$ cat src/include/avr_settings.svh
`ifndef AVR_SETTINGS_SVH
`define AVR_SETTINGS_SVH

// Byte lanes of the datapath
`define AVR_DATA_W 8

// Program counter and data address width
`define AVR_ADDR_W 16

// General purpose registers r0 to r31
`define AVR_NUM_REGS 32

// Y pointer lives in r29:r28
`define AVR_BASE_Y 28

// Z pointer lives in r31:r30
`define AVR_BASE_Z 30

// First word fetched out of reset
`define AVR_RESET_PC 16'h0000

`endif

$ cat src/hw/avr_pkg.sv
`include "avr_settings.svh"

package avr_pkg;

	// Register or data byte
	typedef logic [`AVR_DATA_W-1:0] byte_t;

	// One program word, always 16 bits on AVR
	typedef logic [15:0] word_t;

	// Word address for program, byte address for data
	typedef logic [`AVR_ADDR_W-1:0] addr_t;

	typedef logic [$clog2(`AVR_NUM_REGS)-1:0] reg_idx_t;

	// I T H S V N Z C, bit 7 down to bit 0
	typedef logic [7:0] sreg_t;

	// q field of LDD/STD
	typedef logic [5:0] disp_t;

	// PASS_B covers MOV and LDI
	typedef enum {PASS_B, ADD, ADC, SUB, SBC, AND, OR, EOR} alu_op_t;

	// SECOND only for LD and for taken jumps
	typedef enum {FIRST, SECOND} phase_t;

endpackage

$ cat src/hw/avr_sequencer.sv
`timescale 1ns/1ps
`include "avr_settings.svh"

module avr_sequencer
	import avr_pkg::*;
(
	input logic clk,
	input logic reset,
	input word_t cdata,
	input logic is_load,
	input logic branch_taken,
	input logic is_rjmp,
	input addr_t offset,
	output word_t opcode,
	output phase_t phase,
	output addr_t pc
);
	// Address of the word now on cdata
	addr_t reg_pc;
	word_t held_op;
	logic jump;

	// Second cycle replays the held opcode
	assign opcode = (phase == FIRST) ? cdata : held_op;

	// Taken branch or RJMP, stays high through SECOND
	assign jump = branch_taken | is_rjmp;

	always_comb begin
		if (phase == FIRST && jump)
			pc = reg_pc + addr_t'(1) + offset;
		else if (jump || (phase == FIRST && is_load))
			// Re-fetch so the right word lines up
			pc = reg_pc;
		else
			pc = reg_pc + addr_t'(1);
	end

	always_ff @(posedge clk) begin
		if (reset) begin
			// One word below the vector, the idle NOP cycle steps onto it
			reg_pc <= addr_t'(`AVR_RESET_PC) - addr_t'(1);
			phase <= SECOND;
			held_op <= '0;
		end else begin
			reg_pc <= pc;
			if (phase == FIRST) begin
				held_op <= cdata;
				if (jump || is_load)
					phase <= SECOND;
			end else begin
				phase <= FIRST;
			end
		end
	end

endmodule

$ cat config.mk
export PLATFORM = sky130hd
export DESIGN_NAME = avr_sequencer
export DESIGN_NICKNAME = d
export VERILOG_FILES = /design/src/hw/avr_pkg.sv /design/src/hw/avr_sequencer.sv
export VERILOG_INCLUDE_DIRS = /design/src /design/src/include
export SDC_FILE = /design/constraint.sdc
export NUM_CORES = 1
export LEC_CHECK = 0
export CAP_MARGIN = 20
export CORE_AREA = 2 2 93 95
export CTS_BUF_LIST = sky130_fd_sc_hd__clkbuf_8
export DETAILED_ROUTE_END_ITERATION = 12
export DIE_AREA = 0 0 95 97
export DONT_BUFFER_PORTS = 1
export GPL_TIMING_DRIVEN = 0
export SLEW_MARGIN = 20
export SYNTH_ARGS = -nofsm -noshare
export SYNTH_HDL_FRONTEND = slang
export SYNTH_SLANG_ARGS = --single-unit
$ cat constraint.sdc
create_clock -name clk -period 7.1 [get_ports clk]
set_input_delay 0.71 -clock clk [delete_from_list [all_inputs] [get_ports clk]]
set_output_delay 0.71 -clock clk [all_outputs]
set_load 0.02 [all_outputs]
Yosys cells after proc, flatten, opt, wreduce, memory -nomap -nowiden
Index checks and enable logic that the tools add are counted.
Operators by class
  mux-type cells: 5
  add/sub/neg operators: 2
  bitwise operators: 1
  eq/ne operators: 1
  reductions and logical operators: 5
Operator list (number)
  $mux W16: 3
  $logic_not A32 Y1: 1
  $add A16 B1 Y16 const B: 1
  $add A16 B16 Y16: 1
  $logic_and A1 B1 Y1: 2
  $logic_or A1 B1 Y1: 2
  $mux W1: 2
  $ne A2 B1 Y1 const B: 1
  $or A1 B1 Y1: 1
Storage, ports and cells
  flip-flop bits (word level): 33
  word-level logic and storage cells: 17
  input port bits: 37
  output and inout bits: 64

Logic depth before layout (Yosys ltp)
Gate-level depths: netlist of run 1.
  depth in word-level cells: 5
  mapped depth: 12
  gate-level depth less buffers: 12

Least setup slack after synthesis of run 1
Ideal clock, no wire load.
  path kind: register -> output
  start point: reg reg_pc[0]
  end point: out pc[13]
  path slack: 3675 ps
  path buffers: 0
  stages on the path, launching flop included: 11
  arrival: 2715 ps
  cell sequence: dfxtp_1 > ha_1 > and3_1 > nand3_1 > xnor2_1 > ha_1 > nand3_1 > o31ai_1 > a41oi_1 > xor2_1 > o21ai_0
On the way
  word-level cells in the longest chain between the ends: 3
  elaborated cells on any way between the ends: 4
RTL lines
  start, declared: RTL line avr_sequencer.sv:19  | addr_t reg_pc;
  start signal, assigned: RTL line avr_sequencer.sv:42  | reg_pc <= addr_t'(`AVR_RESET_PC) - addr_t'(1);
  start signal, assigned: RTL line avr_sequencer.sv:46  | reg_pc <= pc;
  $add A16 B1 Y16 (*): RTL line avr_sequencer.sv:31, avr_sequencer.sv:36
  $add A16 B16 Y16 / $mux W16 (equally long branches): RTL line avr_sequencer.sv:31, avr_sequencer.sv:32
  $mux W16 (*): RTL line avr_sequencer.sv:30  | if (phase == FIRST && jump)
  end, declared: RTL line avr_sequencer.sv:16  | output addr_t pc
Mark *: on every way between the ends. The rest lies on a longest branch, timed or not.

Worst setup path after layout of run 1
Same ends and word-level chain as after synthesis.

==> reports/metrics.json, run 1 <==
{
  "seq_power_share": {"value": 24.4, "unit": "%"},
  "cts_inserted_buffers": {"value": 5},
  "final-hold-violation-count": {"value": 0},
  "die-width": {"value": 95, "unit": "um"},
  "die_height": {"value": 97, "unit": "um"},
  "setup_repair_after_global_routing_missed_its_margin": {"value": "no"},
  "most-common-layout-cells": {"value": "sky130_fd_sc_hd__dfxtp_1, sky130_fd_sc_hd__buf_4, sky130_fd_sc_hd__conb_1, sky130_fd_sc_hd__nand2_1, sky130_fd_sc_hd__ha_1"},
  "clock-root-buffer": {"value": "sky130_fd_sc_hd__clkbuf_8"},
  "critPathMaxStageDelay": {"value": 700, "unit": "ps"},
  "drtAntennaViolNets": {"value": 0},
  "p_per_area": {"value": 307, "unit": "mW/mm^2"},
  "floorplan_row_count": {"value": 33},
  "final_estimated_routing_congestion_in_global_placement": {"value": 0.817},
  "final-max-slew-violation-count": {"value": 0},
  "grt_antenna_before_repair": {"value": 0},
  "critPathBufInv": {"value": 0},
  "clockPowerShare": {"value": 14.9, "unit": "%"},
  "crit_fanout": {"value": 6},
  "post_cts_hold_buffer_count": {"value": 0},
  "fin_skew": {"value": 5.10, "unit": "ps"},
  "leakage": {"value": 1.41, "unit": "nW"},
  "ys_async_sr_fraction": {"value": 0, "unit": "%"},
  "cts-root-to-sink-buffers": {"value": 2},
  "place_inst": {"value": 465},
  "cts_max_level": {"value": 2},
  "hold_path_depth": {"value": 2},
  "ratio_of_cells_with_drive_above_1_in_the_final_layout": {"value": 18.2, "unit": "%"},
  "synth_top_family_by_area": {"value": "simple AND/OR/NAND/NOR gates"},
  "antenna_fix_cells": {"value": 0},
  "critical_path.startpoint": {"value": "reg_pc[0]$_SDFF_PP1_"},
  "criticalPathCategory": {"value": "reg -> out"},
  "clkLatencyLatePin": {"value": 290, "unit": "ps"},
  "synth-simple-area-share": {"value": 19.3, "unit": "%"},
  "timing.critical_path.depth": {"value": 10},
  "path_clk_slew": {"value": 70, "unit": "ps"},
  "cts_post_setup_buffers_inserted": {"value": 0},
  "startpoint_of_the_worst_slack_reg_to_reg_timing_path": {"value": "reg_pc[0]$_SDFF_PP1_"},
  "final_net_count": {"value": 425},
  "tightest_slew": {"value": 840, "unit": "ps"},
  "setup_tns": {"value": 0, "unit": "ps"},
  "synth-adder-area-share": {"value": 9.70, "unit": "%"},
  "io-pin-count": {"value": 101},
  "timing.critical_path.required": {"value": 6390, "unit": "ps"},
  "port-buffer-count": {"value": 0},
  "synthXorXnorAreaFrac": {"value": 10.1, "unit": "%"},
  "timing.critical_path.to": {"value": "pc[13]"},
  "layout.cells.most_common": {"value": "sky130_fd_sc_hd__dfxtp_1"},
  "vdd_drop_max": {"value": 92.4, "unit": "uV"},
  "timing.max_cap.violations": {"value": 0},
  "synth.area.mux_share": {"value": 7.18, "unit": "%"},
  "detailedRoute.firstPassIterationCount": {"value": 4},
  "run_status": {"value": "finished clean"},
  "fin_crit": {"value": 4440, "unit": "ps"},
  "p_int": {"value": 503, "unit": "uW"},
  "floorplan.initialDensity": {"value": 34.3, "unit": "%"},
  "netlist_instances": {"value": 330},
  "number_of_global_route_vias_before_repair": {"value": 2147},
  "clock-sinks": {"value": 33},
  "largest_net_degree_at_the_start_of_global_routing": {"value": 12},
  "power.switching_fraction": {"value": 47.4, "unit": "%"},
  "totalWireLength": {"value": 6730, "unit": "um"},
  "syn-cell-area": {"value": 0.00279, "unit": "sq mm"},
  "synth-edff-count": {"value": 0},
  "postSynthAreaPerCell": {"value": 8.44, "unit": "sq um"},
  "cp_cell_sequence": {"value": "ha_1 -> and3_1 -> nand3_1 -> xnor2_1 -> ha_1 -> nand3_1 -> o31ai_1 -> a41oi_1 -> xor2_1 -> o21ai_0"},
  "part_of_the_yosys_area_used_for_sequential_elements": {"value": 23.7, "unit": "%"},
  "syn2layout_area_growth": {"value": 11.9, "unit": "%"},
  "fmaxAchievable": {"value": 225, "unit": "MHz"},
  "maxSlewHeadroom": {"value": 43.5, "unit": "%"},
  "via_count": {"value": 2302},
  "die-area": {"value": 0.00922, "unit": "sq mm"},
  "grtUsageTotal": {"value": 14.4, "unit": "%"},
  "critical_path.reg2reg.endpoint": {"value": "reg_pc[8]$_SDFF_PP1_"},
  "drt_first_iter_violations": {"value": 74},
  "setup.reg_to_reg.worst_slack": {"value": 3830, "unit": "ps"},
  "route.detailed.wl_per_inst": {"value": 14.2, "unit": "um"},
  "final_worst_path_cycle_share": {"value": 62.5, "unit": "%"},
  "arrival": {"value": 3730, "unit": "ps"},
  "floorplan.core_area": {"value": 0.00813, "unit": "sq mm"},
  "finalNonFillerCells": {"value": 473},
  "yosysWarningCount": {"value": 0},
  "post_cts.resized_instances": {"value": 0},
  "critical_path.slowest_cell": {"value": "sky130_fd_sc_hd__o31ai_1"},
  "r2r.worst_path.cells": {"value": 10},
  "postSynthRegisterBits": {"value": 33},
  "routed_via_density": {"value": 4.87},
  "p_sw": {"value": 453, "unit": "uW"},
  "number_of_distinct_standard_cells_referenced_by_the_synthesized_netlist": {"value": 54},
  "synth_ff_type": {"value": "sky130_fd_sc_hd__dfxtp_1"},
  "worstSetupStartpointType": {"value": "flop"},
  "worstHoldPathType": {"value": "reg -> reg"},
  "share_comb_of_total_power": {"value": 60.7, "unit": "%"},
  "cts_tree": {"value": "yes"},
  "dp_hpwl": {"value": 5450, "unit": "um"},
  "drc": {"value": 0},
  "synth_compound_area_share": {"value": 18.8, "unit": "%"},
  "grt_pass1_wl": {"value": 10400, "unit": "um"},
  "setup_viol_count_final": {"value": 0},
  "critPathTopFamily": {"value": "compound AO/OA/AOI/OAI gates"},
  "grt_remaining_overflow": {"value": 0},
  "worstSetupEndpointType": {"value": "output port"}
}
[logic make-up (layout without fill, tap and decap cells)]
logic type | count (synthesis) | count (layout)
AOI/OAI and AO/OA | 76 | 76
xor gates and xnor gates | 32 | 32
adders and majority gates | 21 | 21
buffers and inverters | 50 | 58
DFF | 33 | 33
muxes | 18 | 18
other | 1 | 31
and+or+nand+nor | 99 | 99
[final cells by class]
type | instances | area, sq um
Fill cell | 836 | 5020
Sequential cell | 33 | 661
Clock inverter | 3 | 17.5
Tap cell | 105 | 131
Multi-Input combinational cell | 277 | 1930
Buffer | 43 | 283
Clock buffer | 5 | 68.8
Inverter | 7 | 26.3
[stage by stage]
stage               hold slack (ps)  setup slack [ps]  cell area [sq um]  power [mW]  util, %
finish                          548              2660               3120       0.956     38.3
floorplan                       498              3670               2900       0.712        -
CTS                             543              2700               3120       0.962     38.3
detailed placement              534              3030               3030       0.817     37.3
global placement                516              3080               3030       0.809     37.3
global route                    582              2390               3120        1.03     38.3
[power groups by stage]
stage / Combinational (mW) / Sequential [mW] / Clock [mW]
2_1_floorplan: 0.481 / 0.231 / 0
3_3_place_gp: 0.574 / 0.236 / 0
3_5_place_dp: 0.581 / 0.237 / 0
4_1_cts: 0.584 / 0.232 / 0.146
5_1_grt: 0.645 / 0.235 / 0.154
6_report: 0.580 / 0.233 / 0.143
[per-layer routing]
metal	up-vias	share of wire (%)	track usage (%)
li1	1187	-	-
met1	1043	41	16.6
met2	68	50	25.0
met3	4	7.8	4.83
met4	0	0.79	4.01
met5	-	0	0
[how the worst min path moves through the flow]
stage                         start                     to
6_report       reg_pc[1]$_SDFF_PP1_   reg_pc[1]$_SDFF_PP1_
4_1_cts        reg_pc[1]$_SDFF_PP1_   reg_pc[1]$_SDFF_PP1_
3_5_place_dp   reg_pc[1]$_SDFF_PP1_   reg_pc[1]$_SDFF_PP1_
2_1_floorplan  reg_pc[1]$_SDFF_PP1_   reg_pc[1]$_SDFF_PP1_
3_3_place_gp   reg_pc[1]$_SDFF_PP1_   reg_pc[1]$_SDFF_PP1_
5_1_grt                     is_load  phase[0]$_SDFFE_PP1P_
[worst reg2reg max path, stage by stage (launching register included)]
cell and delay (ps):
sky130_fd_sc_hd__dfxtp_1 440, sky130_fd_sc_hd__and4_1 380, sky130_fd_sc_hd__nand2_1 150, sky130_fd_sc_hd__xnor2_1 170, sky130_fd_sc_hd__ha_1 390, sky130_fd_sc_hd__nand3_1 90
sky130_fd_sc_hd__o211ai_1 330, sky130_fd_sc_hd__a31oi_1 190, sky130_fd_sc_hd__xor2_1 190, sky130_fd_sc_hd__o21ai_0 680, sky130_fd_sc_hd__nand2b_1 190
[state kept, by name, summed over array words and instances (netlist names)]
signal,cells
phase,1
held_op,16
reg_pc,16
[cell usage after synthesis, types with 12 or more instances]
cell                      count  area [sq um]
sky130_fd_sc_hd__dfxtp_1     33           661
sky130_fd_sc_hd__buf_4       31           233
sky130_fd_sc_hd__ha_1        20           250
sky130_fd_sc_hd__nand2_1     20          75.1
sky130_fd_sc_hd__xnor2_1     19           166
sky130_fd_sc_hd__and2_1      18           113
sky130_fd_sc_hd__mux2_2      16           180
sky130_fd_sc_hd__nand3_1     15          75.1
sky130_fd_sc_hd__a21oi_1     14          70.1
sky130_fd_sc_hd__o21ai_0     14          70.1
sky130_fd_sc_hd__xor2_1      13           114
sky130_fd_sc_hd__a21o_1      12          90.1
No activity file was read; power rests on OpenSTA's default activity.
==> run 2, diff against run 1 <==
--- a/config.mk
+++ b/config.mk
@@ -6,11 +6,12 @@
 export SDC_FILE = /design/constraint.sdc
 export NUM_CORES = 1
 export LEC_CHECK = 0
+export ABC_AREA = 1
 export CAP_MARGIN = 20
-export CORE_AREA = 2 2 93 95
+export CORE_AREA = 2 2 94 96
 export CTS_BUF_LIST = sky130_fd_sc_hd__clkbuf_8
 export DETAILED_ROUTE_END_ITERATION = 12
-export DIE_AREA = 0 0 95 97
+export DIE_AREA = 0 0 96 98
 export DONT_BUFFER_PORTS = 1
 export GPL_TIMING_DRIVEN = 0
 export SLEW_MARGIN = 20
==> constraint.sdc (replaced) <==
create_clock -name clk -period 4.6 [get_ports clk]
set_input_delay 0.46 -clock clk [delete_from_list [all_inputs] [get_ports clk]]
set_output_delay 0.46 -clock clk [all_outputs]
set_load 0.02 [all_outputs]
==> reports/metrics.json, run 2 <==
{
  "final_critical_path_setup_slack": {"value": 1060, "unit": "ps"},
  "leakage": {"value": 1.77, "unit": "nW"},
  "route.detailed.wl_per_inst": {"value": 12.2, "unit": "um"},
  "critical_path.reg2reg.endpoint": {"value": "reg_pc[9]$_SDFF_PP1_"},
  "maxSlewHeadroom": {"value": 59.5, "unit": "%"},
  "cts_tree": {"value": "yes"},
  "multi_input_area": {"value": 0.00186, "unit": "sq mm"},
  "worstSetupEndpointType": {"value": "output port"},
  "arrival": {"value": 3080, "unit": "ps"},
  "floorplan_row_count": {"value": 34},
  "synth-adder-area-share": {"value": 9.41, "unit": "%"},
  "synth_top_family_by_area": {"value": "simple AND/OR/NAND/NOR gates"},
  "netlist_instances": {"value": 461},
  "post_synth_most_frequent_cells": {"value": "sky130_fd_sc_hd__nand2_1, sky130_fd_sc_hd__nand3_1, sky130_fd_sc_hd__inv_1"},
  "die-width": {"value": 96, "unit": "um"},
  "yosys.area.top_type_share": {"value": 23.0, "unit": "%"},
  "postSynthAreaPerCell": {"value": 6.23, "unit": "sq um"},
  "yosys.area.top_type": {"value": "sky130_fd_sc_hd__dfxtp_1"},
  "number_of_distinct_standard_cells_referenced_by_the_synthesized_netlist": {"value": 35},
  "fmaxAchievable": {"value": 283, "unit": "MHz"},
  "clock-sinks": {"value": 33},
  "largest_registers": {"value": "held_op x16, reg_pc x16, phase x1"},
  "timing.max_cap.violations": {"value": 0},
  "grt_pass1_wl": {"value": 12100, "unit": "um"},
  "syn-cell-area": {"value": 0.00287, "unit": "sq mm"},
  "share_comb_of_total_power": {"value": 58.2, "unit": "%"},
  "final_estimated_routing_congestion_in_global_placement": {"value": 0.922},
  "via_count": {"value": 2806},
  "fin_crit": {"value": 3540, "unit": "ps"},
  "p_int": {"value": 775, "unit": "uW"},
  "setup_repair_after_global_routing_missed_its_margin": {"value": "no"},
  "setup_tns": {"value": 0, "unit": "ps"},
  "final_worst_path_cycle_share": {"value": 76.9, "unit": "%"},
  "power.switching_fraction": {"value": 48.2, "unit": "%"},
  "p_per_area": {"value": 462, "unit": "mW/mm^2"},
  "syn2layout_area_growth": {"value": 12.7, "unit": "%"},
  "floorplan.initialDensity": {"value": 33.9, "unit": "%"},
  "synth_top_cells_by_area": {"value": "sky130_fd_sc_hd__dfxtp_1, sky130_fd_sc_hd__nand2_1, sky130_fd_sc_hd__ha_1"},
  "startpoint_of_the_worst_slack_reg_to_reg_timing_path": {"value": "reg_pc[0]$_SDFF_PP1_"},
  "synth_ff_type": {"value": "sky130_fd_sc_hd__dfxtp_1"},
  "post_cts.resized_instances": {"value": 0},
  "ratio_of_cells_with_drive_above_1_in_the_final_layout": {"value": 12.4, "unit": "%"},
  "grt_antenna_before_repair": {"value": 0},
  "detailedRoute.firstPassIterationCount": {"value": 4},
  "cts_post_setup_buffers_inserted": {"value": 0},
  "largest_net_degree_at_the_start_of_global_routing": {"value": 11},
  "cts-root-to-sink-buffers": {"value": 2},
  "cts_max_level": {"value": 2},
  "synth-simple-area-share": {"value": 36.4, "unit": "%"},
  "dp_hpwl": {"value": 6140, "unit": "um"},
  "ys_async_sr_fraction": {"value": 0, "unit": "%"},
  "final_net_count": {"value": 556},
  "final-max-slew-violation-count": {"value": 0},
  "grtUsageTotal": {"value": 16.1, "unit": "%"},
  "floorplan.core_area": {"value": 0.00847, "unit": "sq mm"},
  "critical_path.startpoint": {"value": "reg_pc[0]$_SDFF_PP1_"},
  "yosysWarningCount": {"value": 0},
  "tightest_slew": {"value": 607, "unit": "ps"},
  "drtAntennaViolNets": {"value": 0},
  "clock-root-buffer": {"value": "sky130_fd_sc_hd__clkbuf_8"},
  "timing.critical_path.to": {"value": "pc[9]"},
  "worstHoldPathType": {"value": "in -> reg"},
  "drc": {"value": 0},
  "vdd_drop_max": {"value": 167, "unit": "uV"},
  "crit_fanout": {"value": 6},
  "setup_slack_placement": {"value": 1440, "unit": "ps"},
  "post_cts_hold_buffer_count": {"value": 0},
  "area.sequential": {"value": 661, "unit": "sq um"},
  "io-pin-count": {"value": 101},
  "postSynthRegisterBits": {"value": 33},
  "number_of_global_route_vias_before_repair": {"value": 2624},
  "r2r.worst_path.cells": {"value": 15},
  "yosys.cell_count.top_type": {"value": "sky130_fd_sc_hd__nand2_1"},
  "most-common-layout-cells": {"value": "sky130_fd_sc_hd__nand2_1, sky130_fd_sc_hd__nand3_1, sky130_fd_sc_hd__inv_1, sky130_fd_sc_hd__a21oi_1"},
  "part_of_the_yosys_area_used_for_sequential_elements": {"value": 23.0, "unit": "%"},
  "path_clk_slew": {"value": 70, "unit": "ps"},
  "totalWireLength": {"value": 7380, "unit": "um"},
  "p_sw": {"value": 721, "unit": "uW"},
  "synthXorXnorAreaFrac": {"value": 3.05, "unit": "%"},
  "criticalPathCategory": {"value": "reg -> out"},
  "port-buffer-count": {"value": 0},
  "fin_skew": {"value": 8.15, "unit": "ps"},
  "worstSetupStartpointType": {"value": "flop"},
  "setup.reg_to_reg.worst_slack": {"value": 1830, "unit": "ps"},
  "die-area": {"value": 0.00941, "unit": "sq mm"},
  "layout.cells.most_common": {"value": "sky130_fd_sc_hd__nand2_1"},
  "antenna_fix_cells": {"value": 0},
  "grt_remaining_overflow": {"value": 0},
  "drt_first_iter_violations": {"value": 176},
  "routed_via_density": {"value": 4.62},
  "cts_inserted_buffers": {"value": 5},
  "clockPowerShare": {"value": 19.0, "unit": "%"},
  "run_status": {"value": "finished clean"},
  "clkLatencyLatePin": {"value": 280, "unit": "ps"},
  "fillers": {"value": 932},
  "synth.area.mux_share": {"value": 0, "unit": "%"},
  "synth_compound_area_share": {"value": 11.9, "unit": "%"},
  "final-hold-violation-count": {"value": 0},
  "seq_power_share": {"value": 22.8, "unit": "%"},
  "timing.critical_path.required": {"value": 4140, "unit": "ps"},
  "die_height": {"value": 98, "unit": "um"},
  "setup_viol_count_final": {"value": 0},
  "synth-edff-count": {"value": 0}
}
[run 2: changes by cell type in the layout (fill, tap and decap cells not counted), sizes merged, moves of 5 or more]
cell    change
nor2       +24
inv        +40
xnor2      -19
nor3        -8
a21o       -11
a21oi      +19
nand3      +28
nand2b      -8
o211ai      -5
or2         +5
and2       -15
nand2     +131
mux2       -16
and3        -6
[run 2: worst min-delay path by stage]
| stage | start | end | slack (ps) | depth (start not counted) |
|---|---|---|---|---|
| after floorplan | held_op[10]$_SDFF_PP0_ | held_op[10]$_SDFF_PP0_ | 450 | 2 |
| after global placement | held_op[11]$_SDFF_PP0_ | held_op[11]$_SDFF_PP0_ | 460 | 2 |
| after detailed placement | held_op[5]$_SDFF_PP0_ | held_op[5]$_SDFF_PP0_ | 460 | 2 |
| after CTS | cdata[15] | held_op[15]$_SDFF_PP0_ | 330 | 2 |
| after global routing | cdata[3] | held_op[3]$_SDFF_PP0_ | 340 | 2 |
| final | cdata[12] | held_op[12]$_SDFF_PP0_ | 340 | 2 |
[run 2: layout make-up]
cell class	instances	share of cell area, %
clock buffers	6	2.55
inverters	48	5.64
clock inverters	2	1.04
well taps	108	4.17
flip-flops and latches	33	20.4
multi-input cells	369	57.5
plain buffers	41	8.66
[run 2: critical path, cell delays in order, from the launching register on]
cell	delay, ps
sky130_fd_sc_hd__dfxtp_1	390
sky130_fd_sc_hd__ha_1	190
sky130_fd_sc_hd__nand2_1	80
sky130_fd_sc_hd__inv_2	80
sky130_fd_sc_hd__nand2_2	70
sky130_fd_sc_hd__nor2_4	140
sky130_fd_sc_hd__inv_2	60
sky130_fd_sc_hd__nor2_4	110
sky130_fd_sc_hd__xor2_1	300
sky130_fd_sc_hd__ha_1	280
sky130_fd_sc_hd__nand2_1	110
sky130_fd_sc_hd__nor2_1	160
sky130_fd_sc_hd__a21boi_0	360
sky130_fd_sc_hd__nor2_1	80
sky130_fd_sc_hd__nand2_1	70
sky130_fd_sc_hd__nand3_1	90
sky130_fd_sc_hd__nand2_1	230
[run 2: kinds of logic (layout without fill, tap and decap cells)]
| group | count (synthesis) | in the layout |
|---|---|---|
| AO/OA/AOI/OAI | 63 | 63 |
| flip-flops | 33 | 33 |
| other | 1 | 31 |
| buffers and inverters | 89 | 97 |
| AND/OR/NAND/NOR | 244 | 244 |
| XOR/XNOR | 10 | 10 |
| adder cells (fa/ha/maj) | 21 | 21 |
[run 2: power groups by stage]
stage | combinational [mW] | sequential, mW | clock, mW
after floorplan | 0.704 | 0.342 | 0
after global placement | 0.852 | 0.346 | 0
after detailed placement | 0.868 | 0.347 | 0
after CTS | 0.871 | 0.341 | 0.291
after global routing | 0.987 | 0.345 | 0.304
final | 0.871 | 0.342 | 0.284
[run 2: per-stage QoR]
stage	utilization (%)	hold WS [ps]	power, mW	area [sq um]	std cells
6_report	38.2	338	1.50	3240	607
5_1_grt	38.2	339	1.64	3240	607
4_1_cts	38.2	327	1.50	3240	607
3_5_place_dp	36.9	464	1.22	3120	599
3_3_place_gp	36.9	463	1.20	3120	599
2_1_floorplan	-	450	1.05	2990	491
[run 2: layer usage]
layer  vias up  part of all wire (%)  GRT usage (%)
li1       1487                     -              -
met5         -                     0              0
met1      1219                    47           21.4
met3         5                   8.4           3.86
met4         0                  0.80           4.07
met2        95                    44           26.0
