===== src/include/avr_settings.svh =====
`ifndef AVR_SETTINGS_SVH
`define AVR_SETTINGS_SVH

// Byte lanes of the datapath
`define AVR_DATA_W 8

// Program counter and data address width
`define AVR_ADDR_W 16

// General purpose registers r0 to r31
`define AVR_NUM_REGS 32

// Y pointer lives in r29:r28
`define AVR_BASE_Y 28

// Z pointer lives in r31:r30
`define AVR_BASE_Z 30

// First word fetched out of reset
`define AVR_RESET_PC 16'h0000

`endif


===== src/hw/avr_pkg.sv =====
`include "avr_settings.svh"

package avr_pkg;

	// Register or data byte
	typedef logic [`AVR_DATA_W-1:0] byte_t;

	// One program word, always 16 bits on AVR
	typedef logic [15:0] word_t;

	// Word address for program, byte address for data
	typedef logic [`AVR_ADDR_W-1:0] addr_t;

	typedef logic [$clog2(`AVR_NUM_REGS)-1:0] reg_idx_t;

	// I T H S V N Z C, bit 7 down to bit 0
	typedef logic [7:0] sreg_t;

	// q field of LDD/STD
	typedef logic [5:0] disp_t;

	// PASS_B covers MOV and LDI
	typedef enum {PASS_B, ADD, ADC, SUB, SBC, AND, OR, EOR} alu_op_t;

	// SECOND only for LD and for taken jumps
	typedef enum {FIRST, SECOND} phase_t;

endpackage


===== src/hw/avr_alu.sv =====
`timescale 1ns/1ps

module avr_alu
	import avr_pkg::*;
(
	input logic clk,
	input logic reset,
	input phase_t phase,
	input alu_op_t alu_op,
	input byte_t rd_val,
	input byte_t rr_val,
	input byte_t imm,
	input logic use_imm,
	input logic sets_flags,
	input logic keep_z,
	input logic is_branch,
	input logic [2:0] br_bit,
	input logic br_set,
	output byte_t result,
	output logic branch_taken
);
	// sreg bit positions
	localparam int SREG_H = 5;
	localparam int SREG_S = 4;
	localparam int SREG_V = 3;
	localparam int SREG_N = 2;
	localparam int SREG_Z = 1;
	localparam int SREG_C = 0;

	sreg_t sreg;
	sreg_t next_sreg;
	byte_t b;
	logic carry_in;
	logic h, v, c, z;

	assign b = use_imm ? imm : rr_val;
	assign carry_in = sreg[SREG_C];

	always_comb begin
		case (alu_op)
		ADD: result = rd_val + b;
		ADC: result = rd_val + b + byte_t'(carry_in);
		SUB: result = rd_val - b;
		SBC: result = rd_val - b - byte_t'(carry_in);
		AND: result = rd_val & b;
		OR: result = rd_val | b;
		EOR: result = rd_val ^ b;
		default: result = b;
		endcase
	end

	// Flag equations per instruction class
	always_comb begin
		h = sreg[SREG_H];
		v = sreg[SREG_V];
		c = sreg[SREG_C];
		case (alu_op)
		ADD, ADC: begin
			h = rd_val[3] & b[3] | b[3] & !result[3] | !result[3] & rd_val[3];
			v = rd_val[7] & b[7] & !result[7] | !rd_val[7] & !b[7] & result[7];
			c = rd_val[7] & b[7] | b[7] & !result[7] | !result[7] & rd_val[7];
		end
		SUB, SBC: begin
			h = !rd_val[3] & b[3] | b[3] & result[3] | result[3] & !rd_val[3];
			v = rd_val[7] & !b[7] & !result[7] | !rd_val[7] & b[7] & result[7];
			c = !rd_val[7] & b[7] | b[7] & result[7] | result[7] & !rd_val[7];
		end
		AND, OR, EOR: v = 1'b0;
		default: begin
		end
		endcase

		// Borrow chains only clear Z, never set it
		z = (result == '0);
		if (keep_z && alu_op == SBC)
			z = z & sreg[SREG_Z];

		next_sreg = sreg;
		next_sreg[SREG_H] = h;
		next_sreg[SREG_S] = result[7] ^ v;
		next_sreg[SREG_V] = v;
		next_sreg[SREG_N] = result[7];
		next_sreg[SREG_Z] = z;
		next_sreg[SREG_C] = c;
	end

	// SECOND replays the opcode, so flags only move once
	always_ff @(posedge clk) begin
		if (reset)
			sreg <= '0;
		else if (phase == FIRST && sets_flags)
			sreg <= next_sreg;
	end

	// BRBS takes on a set bit, BRBC on a clear one
	assign branch_taken = is_branch && (sreg[br_bit] == br_set);

endmodule


===== config.mk =====
export PLATFORM = sky130hd
export DESIGN_NAME = avr_alu
export DESIGN_NICKNAME = d
export VERILOG_FILES = /design/src/hw/avr_pkg.sv /design/src/hw/avr_alu.sv
export VERILOG_INCLUDE_DIRS = /design/src /design/src/include
export SDC_FILE = /design/constraint.sdc
export NUM_CORES = 1
export LEC_CHECK = 0
export BUFFER_PORTS_ARGS = -buffer_cell sky130_fd_sc_hd__buf_2
export CAP_MARGIN = 10
export CORE_ASPECT_RATIO = 0.9
export CORE_MARGIN = 2
export CORE_UTILIZATION = 52
export CTS_BUF_LIST = sky130_fd_sc_hd__clkbuf_8
export DETAILED_ROUTE_END_ITERATION = 7
export PLACE_DENSITY_LB_ADDON = 0.1
export SYNTH_ARGS = -nofsm -noshare
export SYNTH_HDL_FRONTEND = slang
export SYNTH_SLANG_ARGS = --single-unit

===== constraint.sdc =====
create_clock -name clk -period 5.5 [get_ports clk]
set_clock_uncertainty 0.05 [all_clocks]
set_input_delay 0.275 -clock clk [delete_from_list [all_inputs] [get_ports clk]]
set_output_delay 0.275 -clock clk [all_outputs]
set_load 0.01 [all_outputs]

# After elaboration in Yosys (flattened, before gate mapping)
# Cells that the tools add are included.
[word_totals]
register_bits = 6
in_bits = 98
wordCells = 72
[op_classes]
addsub = 4
eq_ne = 9
bitwise_logic = 33
n_reduce_logical = 15
muxes = 8
n_lt_le_gt_ge = 1
[ops]
columns = ["cell", "count"]
rows = [
  ["equality test 32 x 3 -> 1 bit (second input constant)", 4],
  ["equality test 32 x 2 -> 1 bit (second input constant)", 2],
  ["one-hot mux 8 bit (7 select lines)", 1],
  ["equality test 32 x 1 -> 1 bit (second input constant)", 1],
  ["equality test 32 x 4 -> 1 bit (second input constant)", 1],
  ["logical NOT 32 bit", 1],
  ["AND 1 bit", 19],
  ["bitwise OR 1 bit", 10],
  ["adder 8 x 1 -> 8 bit", 1],
  ["adder 8 bit", 1],
  ["AND 8 bit", 1],
  ["logical NOT 8 bit", 1],
  ["two-way mux 8 bit", 1],
  ["bitwise OR 8 bit", 1],
  ["subtractor 8 x 1 -> 8 bit", 1],
  ["subtractor 8 bit", 1],
  ["bitwise XOR 8 bit", 1],
  ["logical NOT 1 bit", 5],
  ["less-than comparator 3 x 4 -> 1 bit (second input constant)", 1],
  ["one-hot mux 1 bit (2 select lines)", 2],
  ["OR reduction 2 bit", 2],
  ["binary-select mux 1 bit (select 3 bit)", 1],
  ["logical AND 1 bit", 3],
  ["one-hot mux 1 bit (3 select lines)", 1],
  ["6 further kinds", 7],
]

# Logic depth before layout (Yosys ltp)
# Gate-level depths: netlist of run 1.
[logic_depth]
ltp_word = 9
mapped_depth = 17

# Worst setup path after synthesis of run 1
# Ideal clock, no wire load.
[synth_timing]
path_type = "input port to flip-flop"
startpoint = "input port use_imm"
endpoint = "register sreg[4]"
setup_time_ns = 0.121
slack_ns = 1.326
n_path_buf = 2
arrival_time_ns = 4.002
path_stages = 15
cell_sequence = "clkbuf_1 -> mux2i_1 -> inv_1 -> ha_1 -> fa_1 -> buf_6 -> or2_4 -> a2111oi_4 -> a311oi_2 -> or4b_4 -> or3_1 -> o2111ai_1 -> o21ai_2 -> nor4_4 -> mux2_4"
[synth_via]
elab_chain_len = 9
[synth_rtl]
columns = ["element", "line", "source"]
rows = [
  ["start: declaration", "avr_alu.sv:13", "input logic use_imm,"],
  ["two-way mux 8 bit *", "avr_alu.sv:36", "assign b = use_imm ? imm : rr_val;"],
  ["subtractor 8 bit or adder 8 bit (tied branches)", "--", ""],
  ["subtractor 8 x 1 -> 8 bit or adder 8 x 1 -> 8 bit (tied branches)", "avr_alu.sv:44, avr_alu.sv:42", ""],
  ["one-hot mux 8 bit (7 select lines)", "avr_alu.sv:40", "case (alu_op)"],
  ["logical NOT 1 bit", "avr_alu.sv:60, avr_alu.sv:65", ""],
  ["AND 1 bit (on tied branches)", "avr_alu.sv:65, avr_alu.sv:60", ""],
  ["bitwise OR 1 bit (on tied branches)", "avr_alu.sv:65, avr_alu.sv:60", ""],
  ["one-hot mux 1 bit (3 select lines)", "avr_alu.sv:57", "case (alu_op)"],
  ["bitwise XOR 1 bit *", "avr_alu.sv:80", "next_sreg[SREG_S] = result[7] ^ v;"],
  ["end signal: assignment", "avr_alu.sv:92", "sreg <= next_sreg;"],
  ["end: declaration", "avr_alu.sv:30", "sreg_t sreg;"],
]
# Every way passes the cells marked *; elsewhere a longest branch is shown, timed or not.
# A chain may end at the register's enable or synchronous reset.

# Final worst setup path of run 1
# Ends and elaborated chain as after synthesis.

==> flow_summary.json, run 1 <==
{
  "status": "finished clean",
  "io_pins": 107,
  "numPortBuffers": 106,
  "cp-start-kind": "input pin",
  "min_from": "reset",
  "cts_resized": 0,
  "finalCriticalPeriod_ns": 4.19,
  "p_int_uw": 221,
  "power_frac_seq_pct": 10.6,
  "postSynth.asyncResetShare_pct": 0,
  "hold_class": "in2reg",
  "cp_max_fo": 8,
  "start_util_pct": 54.1,
  "cts_root_buf": "clkbuf_8",
  "top_register": "sreg",
  "slowest_stage": "or4b_4",
  "cts_tree": "yes",
  "slew_headroom_pct": 34.0,
  "min_to": "sreg[5]$_SDFFE_PP0P_",
  "vias_per_cell": 6.21,
  "avgRoutedWirePerCell_um": 16.8,
  "fmax_ghz": 0.239,
  "crit_type": "in2reg",
  "clock_power_share_pct": 16.2,
  "synth-edff-count": 0,
  "vdd_drop_max_mv": 0.140,
  "ant_nets": 0,
  "n_antenna_cell": 0,
  "cts_buffer_depth": 2,
  "final_cell_area_mm2": 0.00341,
  "critical_path.top_delay_family": "simple AND/OR/NAND/NOR gates",
  "cts_made_buffers": 3,
  "total_power_uw": 413,
  "fin_nets": 605,
  "worstPathCellList": "buf_2, mux2i_1, inv_1, ha_1, fa_1, or2_4, a2111oi_4, a311oi_2, or4b_4, or3_1, o2111ai_1, o21ai_2, nor4_4, mux2_4",
  "slowest_delay_ns": 0.55,
  "rsz0062_at_grt": "no",
  "setup_viol": 0,
  "die-area_mm2": 0.00611,
  "path_clk_slew_ns": 0.04,
  "hold_viol_final": 0,
  "yosysMostFrequentCell": "nor2_1",
  "reg2reg_depth": 9,
  "hpwl_um": 7400,
  "required_ns": 5.56,
  "post-cts-setup-buffers": 0,
  "biggestRegsByFlops": "sreg: 6 flops",
  "synth.top_cells.by_area": "ha_1, nor2_1, xnor2_1",
  "first_pass_iters": 5,
  "cp_num_cells": 14,
  "setup_tns_ns": 0,
  "drive_gt1_share_pct": 31.7,
  "hold_depth": 2,
  "area_delta_synth_final_pct": 19.3,
  "maxCapViolCount": 0,
  "nFillCells": 497,
  "die_x_um": 82.2,
  "synthTopCellsByCount": "nor2_1, ha_1, inv_1",
  "r2r_setup_slack_ns": 2.57,
  "place.gp.congestion": 0.921,
  "worstSkewPairLatency_ns": 0.22,
  "cts_sinks": 6,
  "crit_buf_inv": 2,
  "place_area_mm2": 0.00337,
  "cts_hold_buf": 0,
  "totalWireLength_um": 9050,
  "crit_arrival_ns": 4.26,
  "synth_top_area_share_pct": 13.1,
  "p_sw_share_pct": 46.5,
  "grt_usage_pct": 29.5,
  "drt-initial-drc-count": 242,
  "reg2reg_to": "sreg[4]$_SDFFE_PP0P_",
  "num_vias": 3356,
  "synth.avg_cell_area_um2": 7.47,
  "cts_htree_levels": 1,
  "fin_crit_sh_pct": 76.2,
  "p_comb_share_pct": 73.2,
  "max_slew.worst_pin.slew_ns": 0.981,
  "synth_top_area_cell": "ha_1",
  "r2r-start": "sreg[0]$_SDFFE_PP0P_",
  "slew_viol_final": 0,
  "ys_types": 80,
  "core_mm2": 0.00529,
  "p_sw_uw": 192,
  "grt_max_degree": 33,
  "post-route-drc-count": 0,
  "grt_pass1_wl_um": 14200,
  "die_y_um": 74.4,
  "yosysSeqAreaShare_pct": 4.20,
  "syn-num-nets": 513,
  "grt_overflow": 0,
  "synth_area_mm2": 0.00286,
  "synth_ff_type": "dfxtp_1",
  "ys_ff_latch": 6,
  "antenna_found_initial": 0,
  "grt_pass1_vias": 3096,
  "powerDensity_mw_per_mm2": 121,
  "endpoint_kind": "register",
  "largest_reg_flops": 6,
  "synth_cells": 383,
  "num_rows": 25,
  "final_util_pct": 64.6,
  "yosys_warnings": 0,
  "p_leak_nw": 1.49
}
==> stage by stage <==
step | setup slack (ns) | hold slack [ns] | instances
CTS | 1.33 | 0.249 | 540
finish | 1.31 | 0.251 | 540
global placement | 1.23 | 0.396 | 537
detailed placement | 1.10 | 0.403 | 537
global route | 1.11 | 0.284 | 540
floorplan | 1.33 | 0.294 | 383
==> per-layer routing <==
layer / vias up / part of all wire, % / global-route usage (%) / wire, um
met5: - / 0 / 0 / 0
met4: 0 / 2.2 / 10.6 / 203
met3: 22 / 8.5 / 3.64 / 769
met2: 172 / 47 / 48.6 / 4300
met1: 1560 / 42 / 39.7 / 3780
li1: 1602 / - / - / -
==> worst max path at each step <==
stage	startpoint	end
after CTS	use_imm	sreg[4]$_SDFFE_PP0P_
after detailed placement	use_imm	sreg[4]$_SDFFE_PP0P_
after floorplan	use_imm	sreg[4]$_SDFFE_PP0P_
after global routing	use_imm	sreg[4]$_SDFFE_PP0P_
final	use_imm	sreg[4]$_SDFFE_PP0P_
after global placement	use_imm	sreg[4]$_SDFFE_PP0P_
==> cells in the final DEF (no fill, tap or decap), types with 10 or more instances in the layout <==
| cell type | Yosys | layout |
|---|---|---|
| nor2_1 | 33 | 33 |
| nor4_1 | 16 | 16 |
| nand2_1 | 26 | 26 |
| nor3_1 | 16 | 15 |
| xnor2_1 | 14 | 14 |
| a21oi_1 | 19 | 19 |
| mux2i_1 | 10 | 10 |
| buf_2 | 3 | 106 |
| nand3_1 | 10 | 10 |
| o21ai_0 | 15 | 15 |
| inv_1 | 30 | 30 |
| ha_1 | 30 | 30 |
==> kinds of logic (layout without fill, tap and decap cells) <==
logic type	count (synthesis)	in the layout	synth area share (%)
mux	22	22	9.14
buf+inv	52	142	8.13
flops	6	6	4.20
simple gates	162	162	32.8
xor+xnor	18	18	6.17
fa+ha+maj	32	32	14.5
compound gates	91	91	25.1
==> power groups by stage <==
stage | registers [mW] | clock network (mW) | logic (mW)
finish | 0.0438 | 0.0671 | 0.302
global route | 0.0437 | 0.0703 | 0.332
CTS | 0.0438 | 0.0677 | 0.298
detailed placement | 0.0444 | 0 | 0.297
global placement | 0.0444 | 0 | 0.290
floorplan | 0.0444 | 0 | 0.216
==> cell type report <==
class | instances | area (um2) | area share [%]
multi-input combinational | 325 | 2510 | 73.6
timing repair buffer | 106 | 531 | 15.5
inverter | 33 | 124 | 3.63
sequential | 6 | 120 | 3.52
tap | 67 | 83.8 | 2.46
clock buffer | 3 | 41.3 | 1.21
No activity file was read; power rests on OpenSTA's default activity.
==> run 2: changes to the inputs <==
--- a/config.mk
+++ b/config.mk
@@ -10,7 +10,7 @@
 export CAP_MARGIN = 10
 export CORE_ASPECT_RATIO = 0.9
 export CORE_MARGIN = 2
-export CORE_UTILIZATION = 52
+export CORE_UTILIZATION = 47
 export CTS_BUF_LIST = sky130_fd_sc_hd__clkbuf_8
 export DETAILED_ROUTE_END_ITERATION = 7
 export PLACE_DENSITY_LB_ADDON = 0.1
==> constraint.sdc (replaced) <==
create_clock -name clk -period 3.6 [get_ports clk]
set_clock_uncertainty 0.05 [all_clocks]
set_input_delay 0.18 -clock clk [delete_from_list [all_inputs] [get_ports clk]]
set_output_delay 0.18 -clock clk [all_outputs]
set_load 0.01 [all_outputs]
==> flow_summary.json, run 2 (same netlist as run 1, synthesis figures left out) <==
{
  "area_delta_synth_final_pct": 52.1,
  "start_util_pct": 49.4,
  "cts_htree_levels": 1,
  "slowest_stage": "or4b_4",
  "fin_nets": 699,
  "slew_headroom_pct": 45.7,
  "hold_class": "in2reg",
  "largest_reg_flops": 6,
  "core_mm2": 0.00579,
  "status": "finished clean",
  "r2r-start": "sreg[0]$_SDFFE_PP0P_",
  "final_common_cell": "buf_2",
  "vdd_drop_max_mv": 0.146,
  "whs_ns": 0.155,
  "p_leak_nw": 1.99,
  "first_pass_iters": 5,
  "setup_viol": 0,
  "worstSkewPairLatency_ns": 0.22,
  "crit_arrival_ns": 3.65,
  "required_ns": 3.66,
  "cp_max_fo": 5,
  "cts_sinks": 6,
  "cts_buffer_depth": 2,
  "fmax_ghz": 0.279,
  "top_register": "sreg",
  "grt_use_met2_pct": 52.3,
  "fin_cells": 637,
  "cp_common_cell": "and3_4",
  "crit_type": "in2reg",
  "dp_slack_ns": -0.342,
  "grt.busiest_layer": "met2",
  "slew_viol_final": 0,
  "dp_cells": 626,
  "io_pins": 107,
  "numPortBuffers": 106,
  "maxCapViolCount": 0,
  "min_to": "sreg[0]$_SDFFE_PP0P_",
  "r2r_setup_slack_ns": 0.65,
  "powerDensity_mw_per_mm2": 194,
  "worstPathCellList": "buf_12, mux2i_4, inv_2, ha_4, fa_2, or2_4, a2111oi_4, a311oi_2, or4b_4, and3_4, o21ai_4, a31oi_4, and3_4, nor4_4, mux2_4",
  "cp-start-kind": "input pin",
  "num_rows": 26,
  "fin_ws_ns": 0.0112,
  "endpoint_kind": "register",
  "biggestRegsByFlops": "sreg: 6 flops",
  "drive_gt1_share_pct": 48.5,
  "final_cell_mix": "buf_2, buf_4, nor2_1, inv_1, nand2_1",
  "min_from": "reset",
  "post-route-drc-count": 0,
  "total_power_uw": 843,
  "die-area_mm2": 0.00673,
  "rsz0062_at_grt": "yes",
  "reg2reg_depth": 10,
  "cts_hold_buf": 0,
  "place.gp.congestion": 0.930,
  "hold_depth": 2,
  "max_slew.worst_pin.slew_ns": 0.806,
  "grt_usage_pct": 29.2,
  "totalWireLength_um": 10500,
  "die_x_um": 86.3,
  "hold_viol_final": 0,
  "grt_util_met3_pct": 1.47,
  "num_vias": 3733,
  "cts_tree": "yes",
  "cts_root_buf": "clkbuf_8",
  "ant_nets": 0,
  "grt_pass1_vias": 3560,
  "drt-initial-drc-count": 361,
  "cts_made_buffers": 3,
  "use_met1_pct": 38.0,
  "reg2reg_to": "sreg[4]$_SDFFE_PP0P_",
  "vias_per_cell": 5.86,
  "antenna_found_initial": 0,
  "die_y_um": 78.0,
  "hpwl_um": 8390,
  "avgRoutedWirePerCell_um": 16.4,
  "finalCriticalPeriod_ns": 3.59,
  "grt_pass1_wl_um": 16100,
  "slowest_delay_ns": 0.55,
  "n_antenna_cell": 0,
  "path_clk_slew_ns": 0.04,
  "fin_crit_sh_pct": 99.7,
  "grt_max_degree": 33,
  "grt_overflow": 0
}
-- run 2: cell count changes in the layout (fill, tap and decap cells not counted), sizes merged --
| cell | change |
|---|---|
| buf | +94 |
-- run 2: report_power, final --
group          internal [mW]  total, mW     switching, mW
clock network         0.0720      0.103            0.0309
logic                  0.347      0.673             0.326
registers             0.0668     0.0668  0.00000000000511
total                  0.486      0.843             0.357
-- run 2: worst max-delay path: cells and delay by family --
kind	cells	cell delay [ns]
AND/OR/NAND/NOR	5	1.55
AO/OA/AOI/OAI	4	0.67
multiplexers	2	0.55
adder cells (fa/ha/maj)	2	0.50
buffers and inverters	2	0.18
-- run 2: final cells by class --
type	instances	area, um2
repair buffers	200	1250
flip-flops and latches	6	120
well taps	70	87.6
multi-input cells	325	2730
fillers	482	1440
clock buffers	3	41.3
inverters	33	124
-- run 2: how the worst max path moves through the flow --
stage	cells past startpoint	from	slack (ns)	end
2_1_floorplan	16	use_imm	-0.24	sreg[4]$_SDFFE_PP0P_
3_3_place_gp	16	use_imm	-0.29	sreg[4]$_SDFFE_PP0P_
3_5_place_dp	17	use_imm	-0.34	sreg[4]$_SDFFE_PP0P_
4_1_cts	15	use_imm	0.03	sreg[4]$_SDFFE_PP0P_
5_1_grt	15	use_imm	-0.07	sreg[4]$_SDFFE_PP0P_
6_report	15	use_imm	0.01	sreg[4]$_SDFFE_PP0P_
-- run 2: metal layers --
metal / share of wire (%) / vias up
met5: 0 / -
met4: 2.6 / 0
met3: 7.0 / 37
met2: 48 / 189
met1: 42 / 1721
li1: - / 1786
-- run 2: repair_timing --
item / CTS / global route
setup endpoints to repair: 4 / 7
pin swaps: 10 / 16
cloned: 0 / 0
resized for setup: 12 / 28
setup buffers: 3 / 5
-- run 2: stage by stage --
stage                     area (um2)  TNS (ns)  util [%]
after global routing            4350   -0.0748      75.2
after CTS                       4170         0      72.0
after global placement          4050    -0.665      70.0
after detailed placement        4050    -0.922      70.0
final                           4350         0      75.2
after floorplan                 2920    -0.242         -
==> run 3: changes to the inputs <==
--- a/config.mk
+++ b/config.mk
@@ -12,8 +12,10 @@
 export CORE_MARGIN = 2
 export CORE_UTILIZATION = 47
 export CTS_BUF_LIST = sky130_fd_sc_hd__clkbuf_8
+export CTS_CLUSTER_SIZE = 28
 export DETAILED_ROUTE_END_ITERATION = 7
-export PLACE_DENSITY_LB_ADDON = 0.1
+export PLACE_DENSITY = 0.8
+export SLEW_MARGIN = 40
 export SYNTH_ARGS = -nofsm -noshare
 export SYNTH_HDL_FRONTEND = slang
 export SYNTH_SLANG_ARGS = --single-unit
==> flow_summary.json, run 3 (same netlist as run 1, synthesis figures left out) <==
{
  "hold_viol_final": 0,
  "max_slew.worst_pin.slew_ns": 0.772,
  "final_cell_area_mm2": 0.00446,
  "drt-initial-drc-count": 421,
  "total_power_uw": 896,
  "cts_hold_buf": 0,
  "cp_max_fo": 6,
  "finalCriticalPeriod_ns": 3.65,
  "dp_cells": 627,
  "p_leak_nw": 2.00,
  "hold_depth": 2,
  "io_pins": 107,
  "place.gp.congestion": 0.996,
  "hold_class": "in2reg",
  "cts_tree": "yes",
  "cts_root_buf": "clkbuf_8",
  "r2r-start": "sreg[0]$_SDFFE_PP0P_",
  "crit_arrival_ns": 3.72,
  "r2r_setup_slack_ns": 0.54,
  "post-route-drc-count": 0,
  "area_delta_synth_final_pct": 55.9,
  "setup_viol": 1,
  "vias_per_cell": 6.03,
  "ant_nets": 0,
  "final_cell_mix": "buf_2, buf_4, nor2_1, inv_1, nand2_1",
  "min_to": "sreg[0]$_SDFFE_PP0P_",
  "biggestRegsByFlops": "sreg: 6 flops",
  "cts_sinks": 6,
  "core_mm2": 0.00579,
  "grt_max_degree": 33,
  "num_rows": 26,
  "reg2reg_depth": 10,
  "reg2reg_to": "sreg[4]$_SDFFE_PP0P_",
  "rsz0062_at_grt": "yes",
  "grt_pass1_wl_um": 17000,
  "slew_headroom_pct": 48.1,
  "die-area_mm2": 0.00673,
  "n_antenna_cell": 0,
  "largest_reg_flops": 6,
  "top_register": "sreg",
  "slew_viol_final": 0,
  "grt_overflow": 0,
  "vdd_drop_max_mv": 0.124,
  "die_y_um": 78.0,
  "drive_gt1_share_pct": 49.9,
  "required_ns": 3.66,
  "fin_nets": 701,
  "status": "complete, but fails checks",
  "violations": "setup timing",
  "antenna_found_initial": 0,
  "start_util_pct": 49.4,
  "place_area_mm2": 0.00406,
  "hpwl_um": 8580,
  "fin_ws_ns": -0.0549,
  "cts_made_buffers": 3,
  "worstSkewPairLatency_ns": 0.22,
  "cp-start-kind": "input pin",
  "final_common_cell": "buf_2",
  "fin_cells": 639,
  "min_from": "reset",
  "fin_crit_sh_pct": 102,
  "fmax_ghz": 0.274,
  "numPortBuffers": 106,
  "die_x_um": 86.3,
  "totalWireLength_um": 11600,
  "num_vias": 3852,
  "cts_htree_levels": 1,
  "first_pass_iters": 6,
  "path_clk_slew_ns": 0.04,
  "avgRoutedWirePerCell_um": 18.1,
  "powerDensity_mw_per_mm2": 201,
  "crit_type": "in2reg",
  "maxCapViolCount": 0,
  "cts_buffer_depth": 2,
  "grt_pass1_vias": 3651,
  "endpoint_kind": "register",
  "grt_usage_pct": 31.3
}
[run 3: cell count changes in the layout (fill, tap and decap cells not counted), sizes merged]
cell / delta
buf: +2
[run 3: layout make-up]
class / instances / area (um2)
repair buffers: 202 / 1280
flip-flops and latches: 6 / 120
multi-input cells: 325 / 2810
well taps: 70 / 87.6
fillers: 400 / 1330
clock buffers: 3 / 41.3
inverters: 33 / 124
[run 3: routing by layer]
| layer | up-vias | global-route usage, % | wire (um) | share of wire [%] |
|---|---|---|---|---|
| met1 | 1785 | 39.4 | 4430 | 38 |
| li1 | 1798 | - | - | - |
| met3 | 49 | 3.68 | 927 | 8.0 |
| met4 | 0 | 9.06 | 436 | 3.8 |
| met2 | 220 | 55.7 | 5760 | 50 |
| met5 | - | 0 | 0 | 0 |
[run 3: worst max-delay path by stage]
stage,start,to,cells after the start
CTS,use_imm,sreg[4]$_SDFFE_PP0P_,14
finish,use_imm,sreg[4]$_SDFFE_PP0P_,16
global route,use_imm,sreg[4]$_SDFFE_PP0P_,17
floorplan,use_imm,sreg[4]$_SDFFE_PP0P_,16
global placement,use_imm,sreg[4]$_SDFFE_PP0P_,15
detailed placement,use_imm,sreg[4]$_SDFFE_PP0P_,15
[run 3: repair_timing]
| action | CTS | global route |
|---|---|---|
| setup buffers | 5 | 5 |
| resized for setup | 19 | 41 |
| setup endpoints to repair | 5 | 7 |
| pin swaps | 11 | 12 |
[run 3: critical path: stages]
cell,delay [ns]
buf_12,0.11
mux2i_4,0.23
inv_2,0.09
ha_4,0.17
fa_2,0.37
buf_6,0.16
o21bai_4,0.12
a211oi_1,0.13
nand3b_1,0.23
or4b_4,0.62
and3_4,0.19
o21ai_4,0.15
a31oi_4,0.13
and3_4,0.19
nor4_4,0.32
mux2_4,0.33
[run 3: per-stage QoR]
stage / util [%] / setup TNS [ns] / setup WS (ns) / hold slack (ns)
3_5_place_dp: 70.1 / -1.15 / -0.406 / 0.386
3_3_place_gp: 70.1 / -0.555 / -0.256 / 0.379
2_1_floorplan: - / -0.242 / -0.242 / 0.199
4_1_cts: 72.9 / 0 / 0.0257 / 0.153
6_report: 77.1 / -0.0549 / -0.0549 / 0.157
5_1_grt: 77.1 / -0.201 / -0.102 / 0.165
[run 3: report_power, final]
group	internal, mW	total (mW)	switching [mW]
sequential	0.0669	0.0669	0.00000000000495
combinational	0.375	0.726	0.351
clock	0.0720	0.103	0.0308
total	0.514	0.896	0.382
